[src/include/exec_cfg.svh]
`ifndef EXEC_CFG_SVH
`define EXEC_CFG_SVH

// data path width
`define EX_DATA_W 16
// eight architectural registers
`define EX_REG_W 3
// 4 major opcode bits plus 2 condition bits
`define EX_OPC_W 6

`endif

[src/hw/exec_pkg.sv]
`default_nettype none

`include "exec_cfg.svh"

package exec_pkg;

	// {major[3:0], cond[1:0]} as taken from the instruction word
	typedef enum logic [`EX_OPC_W-1:0] {
		op_add = 6'b000000,
		op_adz = 6'b000001, // runs only if zero set
		op_adc = 6'b000010, // runs only if carry set
		op_adi = 6'b000100,
		op_ndu = 6'b001000,
		op_ndz = 6'b001001,
		op_ndc = 6'b001010,
		op_lw  = 6'b010000  // alu used as address adder
	} ex_op_e;

	typedef enum logic [1:0] {
		fwd_rf = 2'd0, // register file read
		fwd_ex = 2'd1, // own ex/mem register
		fwd_wb = 2'd2  // writeback bus
	} fwd_sel_e;

	typedef struct packed {
		logic zero;
		logic carry;
	} flags_t;

	// instruction entering execute
	typedef struct packed {
		logic                 valid;
		ex_op_e               op;
		logic [`EX_REG_W-1:0]  ra;
		logic [`EX_REG_W-1:0]  rb;
		logic [`EX_REG_W-1:0]  rc;
		logic [`EX_DATA_W-1:0] rf_a;  // rf value of ra
		logic [`EX_DATA_W-1:0] rf_b;  // rf value of rb
		logic [`EX_DATA_W-1:0] imm;   // already sign extended
	} issue_t;

	// instruction retiring from writeback
	typedef struct packed {
		logic                 valid;
		logic [`EX_REG_W-1:0]  dest;
		logic [`EX_DATA_W-1:0] value;
		logic                 reg_write;
		logic                 flag_write;
		flags_t               flags;
	} wb_t;

	// ex/mem pipeline register
	typedef struct packed {
		logic                 valid;
		ex_op_e               op;
		logic [`EX_REG_W-1:0]  dest;
		logic [`EX_DATA_W-1:0] value;
		logic                 reg_write;
		logic                 flag_write;
		flags_t               flags;
	} ex_result_t;

endpackage

`default_nettype wire

[src/hw/operand_forward.sv]
`default_nettype none

`include "exec_cfg.svh"

module operand_forward (
	input  exec_pkg::issue_t      issue,
	input  exec_pkg::ex_result_t  ex_fwd,
	input  exec_pkg::wb_t         wb,
	input  exec_pkg::flags_t      ccr,
	output logic [`EX_DATA_W-1:0] opnd_a,
	output logic [`EX_DATA_W-1:0] opnd_b,
	output exec_pkg::flags_t      cond_flags
);

	import exec_pkg::*;

	logic [`EX_REG_W-1:0]  reg_a;     // register feeding operand a
	logic [`EX_DATA_W-1:0] rf_val_a;  // its register file value
	logic                  use_imm_b; // adi and lw take imm as b
	fwd_sel_e              sel_a;
	fwd_sel_e              sel_b;

	// ex result wins over wb and loads still in ex/mem are never forwarded
	function automatic fwd_sel_e pick_src(
		input logic [`EX_REG_W-1:0] r,
		input ex_result_t           ex_r,
		input wb_t                  wb_r
	);
		fwd_sel_e sel;
		sel = fwd_rf;
		if (ex_r.valid && ex_r.reg_write && ex_r.op != op_lw && ex_r.dest == r) begin
			sel = fwd_ex;
		end else if (wb_r.valid && wb_r.reg_write && wb_r.dest == r) begin
			sel = fwd_wb;
		end
		return sel;
	endfunction

	// lw reads its base from rb and every other op reads ra first
	always_comb begin
		if (issue.op == op_lw) begin
			reg_a    = issue.rb;
			rf_val_a = issue.rf_b;
		end else begin
			reg_a    = issue.ra;
			rf_val_a = issue.rf_a;
		end
		use_imm_b = (issue.op == op_adi) || (issue.op == op_lw);
	end

	always_comb begin
		sel_a = pick_src(reg_a, ex_fwd, wb);
		if (use_imm_b) begin
			sel_b = fwd_rf; // immediate path has nothing to forward
		end else begin
			sel_b = pick_src(issue.rb, ex_fwd, wb);
		end
	end

	always_comb begin
		case (sel_a)
			fwd_ex:  opnd_a = ex_fwd.value;
			fwd_wb:  opnd_a = wb.value;
			default: opnd_a = rf_val_a;
		endcase
	end

	always_comb begin
		if (use_imm_b) begin
			opnd_b = issue.imm;
		end else begin
			case (sel_b)
				fwd_ex:  opnd_b = ex_fwd.value;
				fwd_wb:  opnd_b = wb.value;
				default: opnd_b = issue.rf_b;
			endcase
		end
	end

	// newest flag writer first with ccr as the fallback
	always_comb begin
		if (ex_fwd.valid && ex_fwd.flag_write) begin
			cond_flags = ex_fwd.flags;
		end else if (wb.valid && wb.flag_write) begin
			cond_flags = wb.flags;
		end else begin
			cond_flags = ccr;
		end
	end

endmodule

`default_nettype wire

[src/hw/alu_flags.sv]
`default_nettype none

`include "exec_cfg.svh"

module alu_flags (
	input  exec_pkg::ex_op_e      op,
	input  logic [`EX_DATA_W-1:0] opnd_a,
	input  logic [`EX_DATA_W-1:0] opnd_b,
	input  exec_pkg::flags_t      cond_flags,
	output logic [`EX_DATA_W-1:0] value,
	output exec_pkg::flags_t      new_flags,
	output logic                  executed
);

	import exec_pkg::*;

	logic [`EX_DATA_W:0]   sum;      // one extra bit for carry out
	logic [`EX_DATA_W-1:0] nand_out;
	logic                  is_nand;

	assign sum      = {1'b0, opnd_a} + {1'b0, opnd_b};
	assign nand_out = ~(opnd_a & opnd_b);

	always_comb begin
		case (op)
			op_ndu, op_ndc, op_ndz: is_nand = 1'b1;
			default:                is_nand = 1'b0;
		endcase
	end

	assign value = is_nand ? nand_out : sum[`EX_DATA_W-1:0];

	// nand never produces a carry
	always_comb begin
		new_flags.zero  = (value == '0);
		new_flags.carry = is_nand ? 1'b0 : sum[`EX_DATA_W];
	end

	// conditional ops take effect only when their flag is set
	always_comb begin
		case (op)
			op_adc, op_ndc:                executed = cond_flags.carry;
			op_adz, op_ndz:                executed = cond_flags.zero;
			op_add, op_adi, op_ndu, op_lw: executed = 1'b1;
			default:                       executed = 1'b0; // not an execute op
		endcase
	end

endmodule

`default_nettype wire

[src/hw/ex_stage.sv]
`default_nettype none

`include "exec_cfg.svh"

module ex_stage (
	input  logic                 clk,
	input  logic                 reset,
	input  exec_pkg::issue_t     issue,
	input  exec_pkg::wb_t        wb,
	output exec_pkg::ex_result_t result,
	output exec_pkg::flags_t     ccr
);

	import exec_pkg::*;

	logic [`EX_DATA_W-1:0] opnd_a;
	logic [`EX_DATA_W-1:0] opnd_b;
	logic [`EX_DATA_W-1:0] alu_value;
	logic [`EX_REG_W-1:0]  dest;
	flags_t                cond_flags;
	flags_t                new_flags;
	logic                  executed;
	logic                  is_lw;

	operand_forward u_operand_forward (
		.issue      (issue),
		.ex_fwd     (result), // own ex/mem register fed back
		.wb         (wb),
		.ccr        (ccr),
		.opnd_a     (opnd_a),
		.opnd_b     (opnd_b),
		.cond_flags (cond_flags)
	);

	alu_flags u_alu_flags (
		.op         (issue.op),
		.opnd_a     (opnd_a),
		.opnd_b     (opnd_b),
		.cond_flags (cond_flags),
		.value      (alu_value),
		.new_flags  (new_flags),
		.executed   (executed)
	);

	assign is_lw = (issue.op == op_lw);

	// destination field depends on the instruction format
	always_comb begin
		case (issue.op)
			op_adi:  dest = issue.rb;
			op_lw:   dest = issue.ra;
			default: dest = issue.rc; // r-type
		endcase
	end

	always_ff @(posedge clk) begin
		if (!reset) begin
			result.valid      <= 1'b0;
			result.reg_write  <= 1'b0;
			result.flag_write <= 1'b0;
		end else begin
			result.valid      <= issue.valid;
			result.reg_write  <= issue.valid && executed;
			result.flag_write <= issue.valid && executed && !is_lw; // lw keeps flags
		end
		result.op    <= issue.op;
		result.dest  <= dest;
		result.value <= alu_value;
		result.flags <= new_flags;
	end

	// condition register written only from writeback
	always_ff @(posedge clk) begin
		if (!reset) begin
			ccr <= '0;
		end else if (wb.valid && wb.flag_write) begin
			ccr <= wb.flags;
		end
	end

	// unconditional alu ops always write their register and both flags
	assert property (@(posedge clk) disable iff (!reset)
		(result.valid && (result.op == op_add || result.op == op_adi || result.op == op_ndu))
			|-> (result.reg_write && result.flag_write))
		else $error("unconditional op did not write its register and flags");

	assert property (@(posedge clk) disable iff (!reset)
		(result.valid && result.op == op_lw) |-> (result.reg_write && !result.flag_write))
		else $error("load result must write its register and never the flags");

endmodule

`default_nettype wire

[config.mk]
export PLATFORM = sky130hd
export DESIGN_NAME = ex_stage
export DESIGN_NICKNAME = d
export VERILOG_FILES = /design/src/hw/exec_pkg.sv /design/src/hw/operand_forward.sv /design/src/hw/alu_flags.sv /design/src/hw/ex_stage.sv
export VERILOG_INCLUDE_DIRS = /design/src /design/src/include
export SDC_FILE = /design/constraint.sdc
export NUM_CORES = 1
export LEC_CHECK = 0
export BUFFER_PORTS_ARGS = -buffer_cell sky130_fd_sc_hd__buf_4
export CAP_MARGIN = 15
export CELL_PAD_IN_SITES_DETAIL_PLACEMENT = 0
export CELL_PAD_IN_SITES_GLOBAL_PLACEMENT = 1
export CORE_MARGIN = 4
export CORE_UTILIZATION = 37
export CTS_BUF_LIST = sky130_fd_sc_hd__clkbuf_4
export DETAILED_ROUTE_END_ITERATION = 7
export GPL_ROUTABILITY_DRIVEN = 0
export HOLD_SLACK_MARGIN = 0.08
export PLACE_DENSITY = 0.87
export SLEW_MARGIN = 0
export SYNTH_ARGS = -nofsm -noshare
export SYNTH_HDL_FRONTEND = slang
export SYNTH_HIERARCHICAL = 1
export SYNTH_SLANG_ARGS = --single-unit
[constraint.sdc]
create_clock -name clk -period 7.12 [get_ports clk]
set_clock_uncertainty 0.15 [all_clocks]
set_input_delay 1.424 -clock clk [delete_from_list [all_inputs] [get_ports clk]]
set_output_delay 1.424 -clock clk [all_outputs]
set_load 0.05 [all_outputs]
==> impl_results.md, run 1 <==
- Beginning of the worst hold path: ccr[1]
- Most common cell in the netlist: a21oi_1
- Reg-to-reg endpoint: result[1]
- Largest family of logic cells by synthesized area: compound AO/OA/AOI/OAI gates
- Core area: 8340 sq um
- Multiplexer area fraction after synthesis: 22.3%
- Root buffer cell: clkbuf_4
- Total negative setup slack: 0 ns
- Vias per Instance: roughly 5.8
- Critical-path cell list: buf_4 -> or4_4 -> o21ai_2 -> a21oi_1 -> o211ai_4 -> mux2_2 -> mux2_2 -> ha_1 -> inv_1 -> fa_1 -> nor2b_4 -> o31a_1 -> o21a_1 -> or3_1 -> a31o_1 -> or4_1 -> or4b_1 -> nor4_2
- Layout cells sized above 1: a little under two fifths
- Total CTS buffers: 5
- Final Critical Period: between 6 and 7 ns
- Pre-CTS setup slack: roughly 0.53 ns
- Max Slew Vio Count: 0
- Drt total wl: 10,800 microns
- PwrDens: 183 nW/um^2
- Final Setup Violations: 0
- Finished Cell Area: 4330 sq um
- Post-Synth XOR/XNOR Area: between 4 and 5%
- Critical Path Fanout Max: 9
- Pre-antenna DRT Iters: 7
- Clock Latency Late Sink: 0.34 ns
- Crit path kind: in2reg
- Syn_area_per_cell: 8.66 sq um
- # clock sinks: 32
- Final nets: between 600 and 700
- Synth Instances: around 370
- Async SR Flop Fraction: 0%
- Slowest cell delay on critical path: between 0.5 and 0.6 ns
- VDD IR max: 0.122 mV
- Die area: about 10,000 sq um
- CP dominant cell by count: mux2_2
- Max Root-Sink Buffers: 2
- Overall Power: just under 0.0008 W
- TritonCTS clock tree: built
- Tcrit/Tclk final: 87.7%
- Row Count: 33
- Largest net degree at the start of global routing: 20
- Share of the synthesized area in the top cell type: 19.9%
- End of the worst hold path: ccr[1]
- Worst setup margin: 0.873 ns
- CTS-repair resized insts: 0
- CTS clock-pin slew for the worst setup and hold paths: ~0.12 ns
- Slew headroom: a little over two fifths
- Antenna cells: 0
- Syn. warnings: 6
- GR Overflow Total: 0
- Hold Path Stages: 2
- First-pass GRT wire length: around 17,000 microns
- Vias in the first global route: between 3,000 and 4,000
- RSZ-0062 raised after global routing: false
- Post-CTS Hold Fix Bufs: 0
- Final Util: about half
- Simple-gate share of the synthesized area: 17.9%
- Max_cap viols: 0
- Slowest CP cell: or4_4
- Antenna-violating nets left: 0
- Worst reg-to-reg path cell count: 17
- Post-synthesis compound-gate area fraction: approximately a quarter
- Layout area overhead: 34.6%
- Cell taking the most area after synthesis: dfxtp_1
- 1st-iter DRT viols: ~220
- Starting Density: between 30 and 40%
- Count of cell types in the netlist: 59
- Sequential area share after synthesis: between 10% and 20%
- Leakage power: 2.02 nW
- CP Capture Type: flop
- Worst path required time: about 7.2 ns
- Post-CTS Setup Inserts: 0
- Final hold viol count: 0
- Tot GR Track Use: slightly above 20%
- Die X-Extent: approximately 100 microns
- Critical R2R Launch: result[26]
- Commonest cells in the netlist: a21oi_1, nor2_1, dfxtp_1
- Post-Synth Adder-Cell Area: under 10%
- Netlist area before placement: about 3200 sq um
- DP HPWL: between 8000 and 9000 microns
- Fillers: 790
- # port buffers: around 120
- Seq cells post-synth: 32
- Placed inst area: roughly 4300 sq um
- # H-tree levels: 2
- # IOs: 122
- Top_reg_cell synth: dfxtp_1
- Largest cells by area after synthesis: dfxtp_1, mux2_2, ha_1
- CP startpoint kind: input port
- Least-Margin Pin Slew: about 0.87 ns
- CP arrival: ~6.4 ns
- Status: finished, final reports clean
- Sequential standard cell area: 641 sq um
- Die height: 101 microns
- Vias post-DR: 3,451
- Post-synth EDFFs: 0
- Fmax achieved: 160 MHz
- Initial antenna violation count: 0
- # DRC: 0
- Hold Path Class: reg2reg
- DR WL/cell: ~18 microns
- Post-Syn Nets: around 480
- Multi-input logic area: roughly 2500 sq um
- FF-to-FF setup slack: around 1.3 ns
## metrics by stage
| step | std cells | hold WS, ns |
|---|---|---|
| 2_1_floorplan | 372 | 0.534 |
| 3_3_place_gp | 592 | 0.323 |
| 3_5_place_dp | 592 | 0.331 |
| 4_1_cts | 600 | 0.349 |
| 5_1_grt | 600 | 0.385 |
| 6_report | 600 | 0.348 |
## layout make-up
class	count	share of cell area (%)
clock buffers	5	0.866
clock inverters	3	0.866
inverters	11	0.953
multi-input cells	315	57.2
flip-flops and latches	32	14.8
well taps	105	3.03
repair buffers	129	22.3
## registers in the layout, summed over array words and instances, names as in the netlist
register  cells
ccr           2
result       30
## critical path, delay by kind of cell
kind,cells,cell delay [ns]
simple gates,6,2.18
buf+inv,2,0.24
mux,2,0.66
fa+ha+maj,2,0.49
compound gates,6,1.38
## power by group
part	switching, W	internal, W
combinational	0.000245	0.000163
sequential	0.0000279	0.000211
clock	0.0000749	0.0000718
## routing by layer
| layer | up-vias | wire length, microns | track usage, % |
|---|---|---|---|
| li1 | 1670 | - | - |
| met1 | 1646 | 4510 | 25.6 |
| met2 | 122 | 5510 | 37.0 |
| met3 | 13 | 601 | 3.03 |
| met4 | 0 | 155 | 5.93 |
| met5 | - | 0 | 0 |
## cells in the final DEF, fill, tap and decap left out, types with 4 or more instances in the layout
| cell | instances |
|---|---|
| nand2_1 | 16 |
| xnor2_1 | 5 |
| inv_1 | 11 |
| a222oi_1 | 16 |
| xor2_1 | 13 |
| a21oi_1 | 38 |
| buf_4 | 129 |
| dfxtp_1 | 32 |
| nand2b_1 | 9 |
| a211oi_1 | 4 |
| mux2i_1 | 13 |
| mux2_2 | 29 |
| o21ai_0 | 15 |
| mux2_4 | 10 |
| nor2_1 | 33 |
| mux2_1 | 10 |
| and2_1 | 4 |
| o31ai_1 | 4 |
| and3_1 | 5 |
| clkbuf_4 | 5 |
| ha_1 | 16 |
| nor2b_1 | 5 |
| nand3_1 | 16 |
## logic make-up (layout without fill, tap and decap cells)
group / Yosys count / after routing
adder cells (fa/ha/maj): 17 / 17
XOR/XNOR: 18 / 18
buffers and inverters: 25 / 148
AO/OA/AOI/OAI: 113 / 113
AND/OR/NAND/NOR: 105 / 105
multiplexers: 62 / 62
flip-flops: 32 / 32
## worst max path at each step
stage / startpoint / endpoint / cells past startpoint
after global routing: issue[60] / result[1] / 18
after floorplan: issue[60] / result[1] / 16
final: issue[60] / result[1] / 18
after CTS: issue[60] / result[1] / 18
after detailed placement: issue[60] / result[1] / 18
after global placement: issue[60] / result[1] / 18
No activity file was read; power rests on OpenSTA's default activity.
==> inputs of run 2 (changes only) <==
--- a/config.mk
+++ b/config.mk
@@ -17,6 +17,7 @@
 export GPL_ROUTABILITY_DRIVEN = 0
 export HOLD_SLACK_MARGIN = 0.08
 export PLACE_DENSITY = 0.87
+export REMOVE_ABC_BUFFERS = 1
 export SLEW_MARGIN = 0
 export SYNTH_ARGS = -nofsm -noshare
 export SYNTH_HDL_FRONTEND = slang
==> impl_results.md, run 2 (same netlist as run 1, synthesis figures left out) <==
- Status: finished, final reports clean
- CTS-repair resized insts: 0 (unchanged)
- GR Overflow Total: 0 (unchanged)
- Tot GR Track Use: 19.8% (-0.88 points)
- Clock Latency Late Sink: 0.35 ns (about the same)
- Leading cell type in the layout, fill and taps excluded: buf_4
- Layout area overhead: 34.8%
- Row Count: 33 (unchanged)
- Final Critical Period: 6.25 ns (+0.00720 ns)
- # clock sinks: 32 (unchanged)
- Beginning of the worst hold path: ccr[1]
- Crit path kind: in2reg
- Largest register FFs: 30 (unchanged)
- Die height: 101 microns (unchanged)
- Largest net degree at the start of global routing: 24 (+20%)
- Starting Density: 38.6% (unchanged)
- VDD IR max: 0.0990 mV (-19%)
- Die area: 10,300 sq um (unchanged)
- Placed inst area: 4260 sq um (unchanged)
- Root buffer cell: clkbuf_4
- Max_cap viols: 0 (unchanged)
- CP startpoint kind: input port
- Initial antenna violation count: 1 (+1)
- Max Root-Sink Buffers: 2 (unchanged)
- Tcrit/Tclk final: 87.8% (+0.10 points)
- Critical Path Fanout Max: 11 (+2)
- # H-tree levels: 2 (unchanged)
- Slew headroom: 36.9% (-5.0 points)
- Post-CTS Setup Inserts: 0 (unchanged)
- Multi-input logic area: 2480 sq um (unchanged)
- Layout cells sized above 1: 38.4% (+0.40 points)
- CP arrival: 6.38 ns (about the same)
- Global routing usage on met1: 23.7% (-1.8 points)
- Die X-Extent: 101 microns (unchanged)
- Antenna-violating nets left: 0 (unchanged)
- Final nets: 601 (unchanged)
- CP startpoint: issue[60]
- Total CTS buffers: 5 (unchanged)
- 1st-iter DRT viols: 190 (-13%)
- Leakage power: 2.02 nW (about the same)
- CTS clock-pin slew for the worst setup and hold paths: 0.12 ns (about the same)
- Sequential standard cell area: 641 sq um (unchanged)
- Vias post-DR: 3,436 (-0.43%)
- Met2 Resource Use GR: 36.1% (-0.91 points)
- Final Setup Violations: 0 (unchanged)
- # DRC: 0 (unchanged)
- Total negative setup slack: 0 ns (unchanged)
- DR WL/cell: 17.5 microns (-2.6%)
- Final hold viol count: 0 (unchanged)
- Fillers: 820 (+3.8%)
- TritonCTS clock tree: built
- Max Slew Vio Count: 0 (unchanged)
- M3 GR Usage: 2.75% (-0.28 points)
- Vias per Instance: 5.72 (-0.60%)
- Largest Register: result
- Vias in the first global route: 3,457 (+1.0%)
- # IOs: 122 (unchanged)
- RSZ-0062 raised after global routing: false
- Fmax achieved: 160 MHz (-0.12%)
- Pre-antenna DRT Iters: 5 (-2)
- Post-CTS Hold Fix Bufs: 0 (unchanged)
- DP HPWL: 8380 microns (-3.1%)
- Drt total wl: 10,500 microns (-2.4%)
- Worst path required time: 7.25 ns (about the same)
- Least-Margin Pin Slew: 0.947 ns (+0.0784 ns)
- Core area: 8340 sq um (unchanged)
- Hold Path Class: reg2reg
- Critical R2R Launch: result[26]
- Commonest non-fill, non-tap cells in the layout: buf_4, a21oi_1, nor2_1
- First-pass GRT wire length: 16,400 microns (-3.6%)
- Global route hottest layer: met2
- CP Capture Type: flop
- PwrDens: 183 nW/um^2 (about the same)
- Top flop regs: result (30), ccr (2)
- Finished Cell Area: 4340 sq um (+0.17%)
- # port buffers: 121 (unchanged)
## run 2: cell types whose count changed in the layout (fill, tap and decap cells not counted)
cell        delta
clkinv_1       -2
clkinvlp_4     +1
clkinv_2       +1
diode_2        +1
## run 2: final timing paths
path                            cells past startpoint  slack [ns]   endpoint
worst max-delay path                               18        0.87  result[1]
worst min-delay path                                2        0.35     ccr[1]
worst max register to register                     16        1.73  result[1]
worst min register to register                      2        0.35     ccr[1]
## run 2: final cells by class
| type | instances | area share [%] |
|---|---|---|
| Sequential cell | 32 | 14.8 |
| Clock buffer | 5 | 0.865 |
| Timing Repair Buffer | 129 | 22.3 |
| Tap cell | 105 | 3.03 |
| Inverter | 11 | 0.951 |
| Multi-Input combinational cell | 315 | 57.1 |
| Antenna cell | 1 | 0.0576 |
| Clock inverter | 3 | 0.980 |
## run 2: worst max-delay path, stage by stage
cell and delay (ns):
buf_4 0.15, or4_4 0.56, o21ai_2 0.18, a21oi_1 0.12, o211ai_4 0.43, mux2_2 0.38
mux2_2 0.26, ha_1 0.23, inv_1 0.09, fa_1 0.25, nor2b_4 0.05, o31a_1 0.27
o21a_1 0.19, or3_1 0.30, a31o_1 0.23, or4_1 0.51, or4b_1 0.51, nor4_2 0.22
## run 2: through the flow
stage	setup slack, ns	total power, W	hold slack (ns)	utilization [%]	std cells
final	0.866	0.000795	0.354	52.1	601
after global routing	0.633	0.000836	0.381	52.1	601
after CTS	0.852	0.000797	0.361	52.0	600
after detailed placement	0.499	0.000648	0.340	51.1	592
after global placement	0.645	0.000646	0.323	51.1	592
after floorplan	0.483	0.000504	0.534	-	358
## run 2: metal layers
layer  routed length [microns]  vias to the layer above
li1                          -                     1673
met1                      4380                     1631
met2                      5330                      119
met3                       649                       13
met4                       150                        0
met5                         0                        -
## run 2: report_power, final
group / internal, W / leakage, nW / switching (W) / total (W)
Combinational: 0.000163 / 1.71 / 0.000245 / 0.000407
Sequential: 0.000211 / 0.268 / 0.0000287 / 0.000240
Clock: 0.0000732 / 0.0412 / 0.0000745 / 0.000148
Total: 0.000447 / 2.02 / 0.000348 / 0.000795
==> inputs of run 3 (changes only) <==
--- a/config.mk
+++ b/config.mk
@@ -6,17 +6,18 @@
 export SDC_FILE = /design/constraint.sdc
 export NUM_CORES = 1
 export LEC_CHECK = 0
+export ABC_AREA = 1
 export BUFFER_PORTS_ARGS = -buffer_cell sky130_fd_sc_hd__buf_4
 export CAP_MARGIN = 15
 export CELL_PAD_IN_SITES_DETAIL_PLACEMENT = 0
 export CELL_PAD_IN_SITES_GLOBAL_PLACEMENT = 1
 export CORE_MARGIN = 4
-export CORE_UTILIZATION = 37
+export CORE_UTILIZATION = 36
 export CTS_BUF_LIST = sky130_fd_sc_hd__clkbuf_4
 export DETAILED_ROUTE_END_ITERATION = 7
 export GPL_ROUTABILITY_DRIVEN = 0
 export HOLD_SLACK_MARGIN = 0.08
-export PLACE_DENSITY = 0.87
+export PLACE_DENSITY_LB_ADDON = 0.08
 export REMOVE_ABC_BUFFERS = 1
 export SLEW_MARGIN = 0
 export SYNTH_ARGS = -nofsm -noshare
==> impl_results.md, run 3 <==
- Top_reg_cell synth: dfxtp_1
- Share of the synthesized area in the top cell type: 20.6% (+0.71 points)
- CP Depth: 25 (+7)
- 1st-iter DRT viols: 262 (+38%)
- Critical Path Fanout Max: 18 (+7)
- First-pass GRT wire length: 22,400 microns (+37%)
- Top flop regs: result (30), ccr (2)
- Largest net degree at the start of global routing: 33 (+38%)
- Worst reg-to-reg path cell count: 24 (+8)
- Largest register FFs: 30 (unchanged)
- TritonCTS clock tree: built
- Worst path top cell family by delay: simple AND/OR/NAND/NOR gates
- Layout area overhead: 25.9%
- CTS clock-pin slew for the worst setup and hold paths: 0.10 ns (-0.02 ns)
- # H-tree levels: 2 (unchanged)
- Hold Path Class: reg2reg
- Netlist area before placement: 3990 sq um (+24%)
- CP arrival: 5.39 ns (-0.99 ns)
- Post-CTS Setup Inserts: 0 (unchanged)
- WP buf/inv: 4 (+2)
- Layout cells sized above 1: 27.3% (-11 points)
- Cell taking the most area after synthesis: nand3_1
- Post-CTS Hold Fix Bufs: 0 (unchanged)
- CP startpoint kind: input port
- # DRC: 0 (unchanged)
- Total CTS buffers: 5 (unchanged)
- Async SR Flop Fraction: 0% (unchanged)
- Worst path required time: 7.24 ns (about the same)
- Die height: 113 microns (+12%)
- Max Root-Sink Buffers: 2 (unchanged)
- Syn_area_per_cell: 6.15 sq um (-29%)
- Fmax achieved: 190 MHz (+19%)
- Critical R2R Launch: result[22]
- Final Util: 46.3% (-5.8 points)
- Antenna cells: 0 (-1)
- # port buffers: 121 (unchanged)
- Slowest CP cell: nor3_4
- GR Overflow Total: 0 (unchanged)
- Commonest cells in the netlist: nand3_1, nand2_1, inv_1
- Die area: 12,800 sq um (+25%)
- Least-Margin Pin Slew: 0.901 ns (-0.0466 ns)
- Tcrit/Tclk final: 74.0% (-14 points)
- CTS-repair resized insts: 0 (unchanged)
- Vias post-DR: 4,549 (+32%)
- RSZ-0062 raised after global routing: false
- Commonest non-fill, non-tap cells in the layout: nand3_1, nand2_1, buf_4
- Starting Density: 36.8% (-1.9 points)
- Sequential area share after synthesis: 16.1% (-3.8 points)
- Vias in the first global route: 4,288 (+24%)
- # clock sinks: 32 (unchanged)
- Die X-Extent: 113 microns (+12%)
- Initial antenna violation count: 0 (-1)
- CP Capture Type: flop
- Synth Instances: 648 (+74%)
- Status: finished, final reports clean
- Max_cap viols: 0 (unchanged)
- Root buffer cell: clkbuf_4
- Vias per Instance: 5.07 (-11%)
- PwrDens: 162 nW/um^2 (-12%)
- Syn. warnings: 6 (unchanged)
- Beginning of the worst hold path: ccr[1]
- CP dominant cell by count: nand2_1
- Leading cell type in the layout, fill and taps excluded: nand3_1
- Leakage power: 2.70 nW (+34%)
- Final hold viol count: 0 (unchanged)
- Hold Path Stages: 2 (unchanged)
- # IOs: 122 (unchanged)
- Slew headroom: 39.8% (+2.9 points)
- Largest Register: result
- DR WL/cell: 15.8 microns (-9.5%)
- Final Setup Violations: 0 (unchanged)
- DP HPWL: 11,500 microns (+37%)
- Drt total wl: 14,200 microns (+35%)
- Final Critical Period: 5.27 ns (-0.984 ns)
- VDD IR max: 0.0894 mV (-9.7%)
- Crit path kind: in2reg
- Max Slew Vio Count: 0 (unchanged)
- Tot GR Track Use: 21.6% (+1.8 points)
- CP startpoint: issue[53]
- Post-synth EDFFs: 0 (unchanged)
- Seq cells post-synth: 32 (unchanged)
- Count of cell types in the netlist: 38 (-36%)
- Clock Latency Late Sink: 0.34 ns (about the same)
- Slowest cell delay on critical path: 0.76 ns (+0.20 ns)
- Row Count: 38 (+15%)
- Most common cell in the netlist: nand3_1
- Total negative setup slack: 0 ns (unchanged)
- Core area: 10,800 sq um (+30%)
- Final nets: 864 (+44%)
- Largest cells by area after synthesis: nand3_1, dfxtp_1, nand2_1
- Pre-antenna DRT Iters: 5 (unchanged)
- Antenna-violating nets left: 0 (unchanged)
## run 3: cell families after synthesis
logic type,after synthesis,share of synthesized area (%)
adder cells (fa/ha/maj),17,5.53
multiplexers,16,4.52
AND/OR/NAND/NOR,427,54.8
AO/OA/AOI/OAI,36,5.12
flip-flops,32,16.1
buffers and inverters,113,12.4
XOR/XNOR,7,1.54
## run 3: path summary, 6_finish.rpt
| kind | to | slack [ns] |
|---|---|---|
| hold reg to reg | ccr[1] | 0.37 |
| setup reg to reg | result[1] | 2.68 |
| hold / removal | ccr[1] | 0.37 |
| setup / recovery | result[1] | 1.85 |
## run 3: layer usage
metal  share of wire, %  up-vias  track usage (%)
met3                7.2       15             3.05
met2                 43      166             32.9
met1                 48     2011             32.3
li1                   -     2357                -
met5                  0        -                0
met4                1.4        0             4.25
## run 3: tightest hold or removal path, stage by stage, from the launching register on
cell and delay, ns:
dfxtp_1 0.34, nor2_1 0.10, nor2_1 0.05
## run 3: power by group
part	switching, W	leakage (nW)	internal (W)	total, W
clock	0.0000664	0.0403	0.0000717	0.000138
combinational	0.000287	2.39	0.000149	0.000436
sequential	0.0000291	0.268	0.000208	0.000238
## run 3: stage by stage
stage	instances	power (W)	hold WS, ns	setup WS [ns]	cell area (sq um)
2_1_floorplan	627	0.000512	0.562	2.45	3840
3_3_place_gp	889	0.000674	0.349	1.51	4930
3_5_place_dp	889	0.000675	0.366	1.54	4930
4_1_cts	897	0.000815	0.378	1.89	5000
5_1_grt	898	0.000868	0.409	1.51	5020
6_report	898	0.000812	0.369	1.85	5020
## run 3: cell type report
class,instances,area [sq um]
Fill cell,1165,5820
Inverter,92,345
Clock buffer,5,37.5
Multi-Input combinational cell,503,2850
Timing Repair Buffer,123,931
Tap cell,140,175
Sequential cell,32,641
Clock inverter,3,37.5
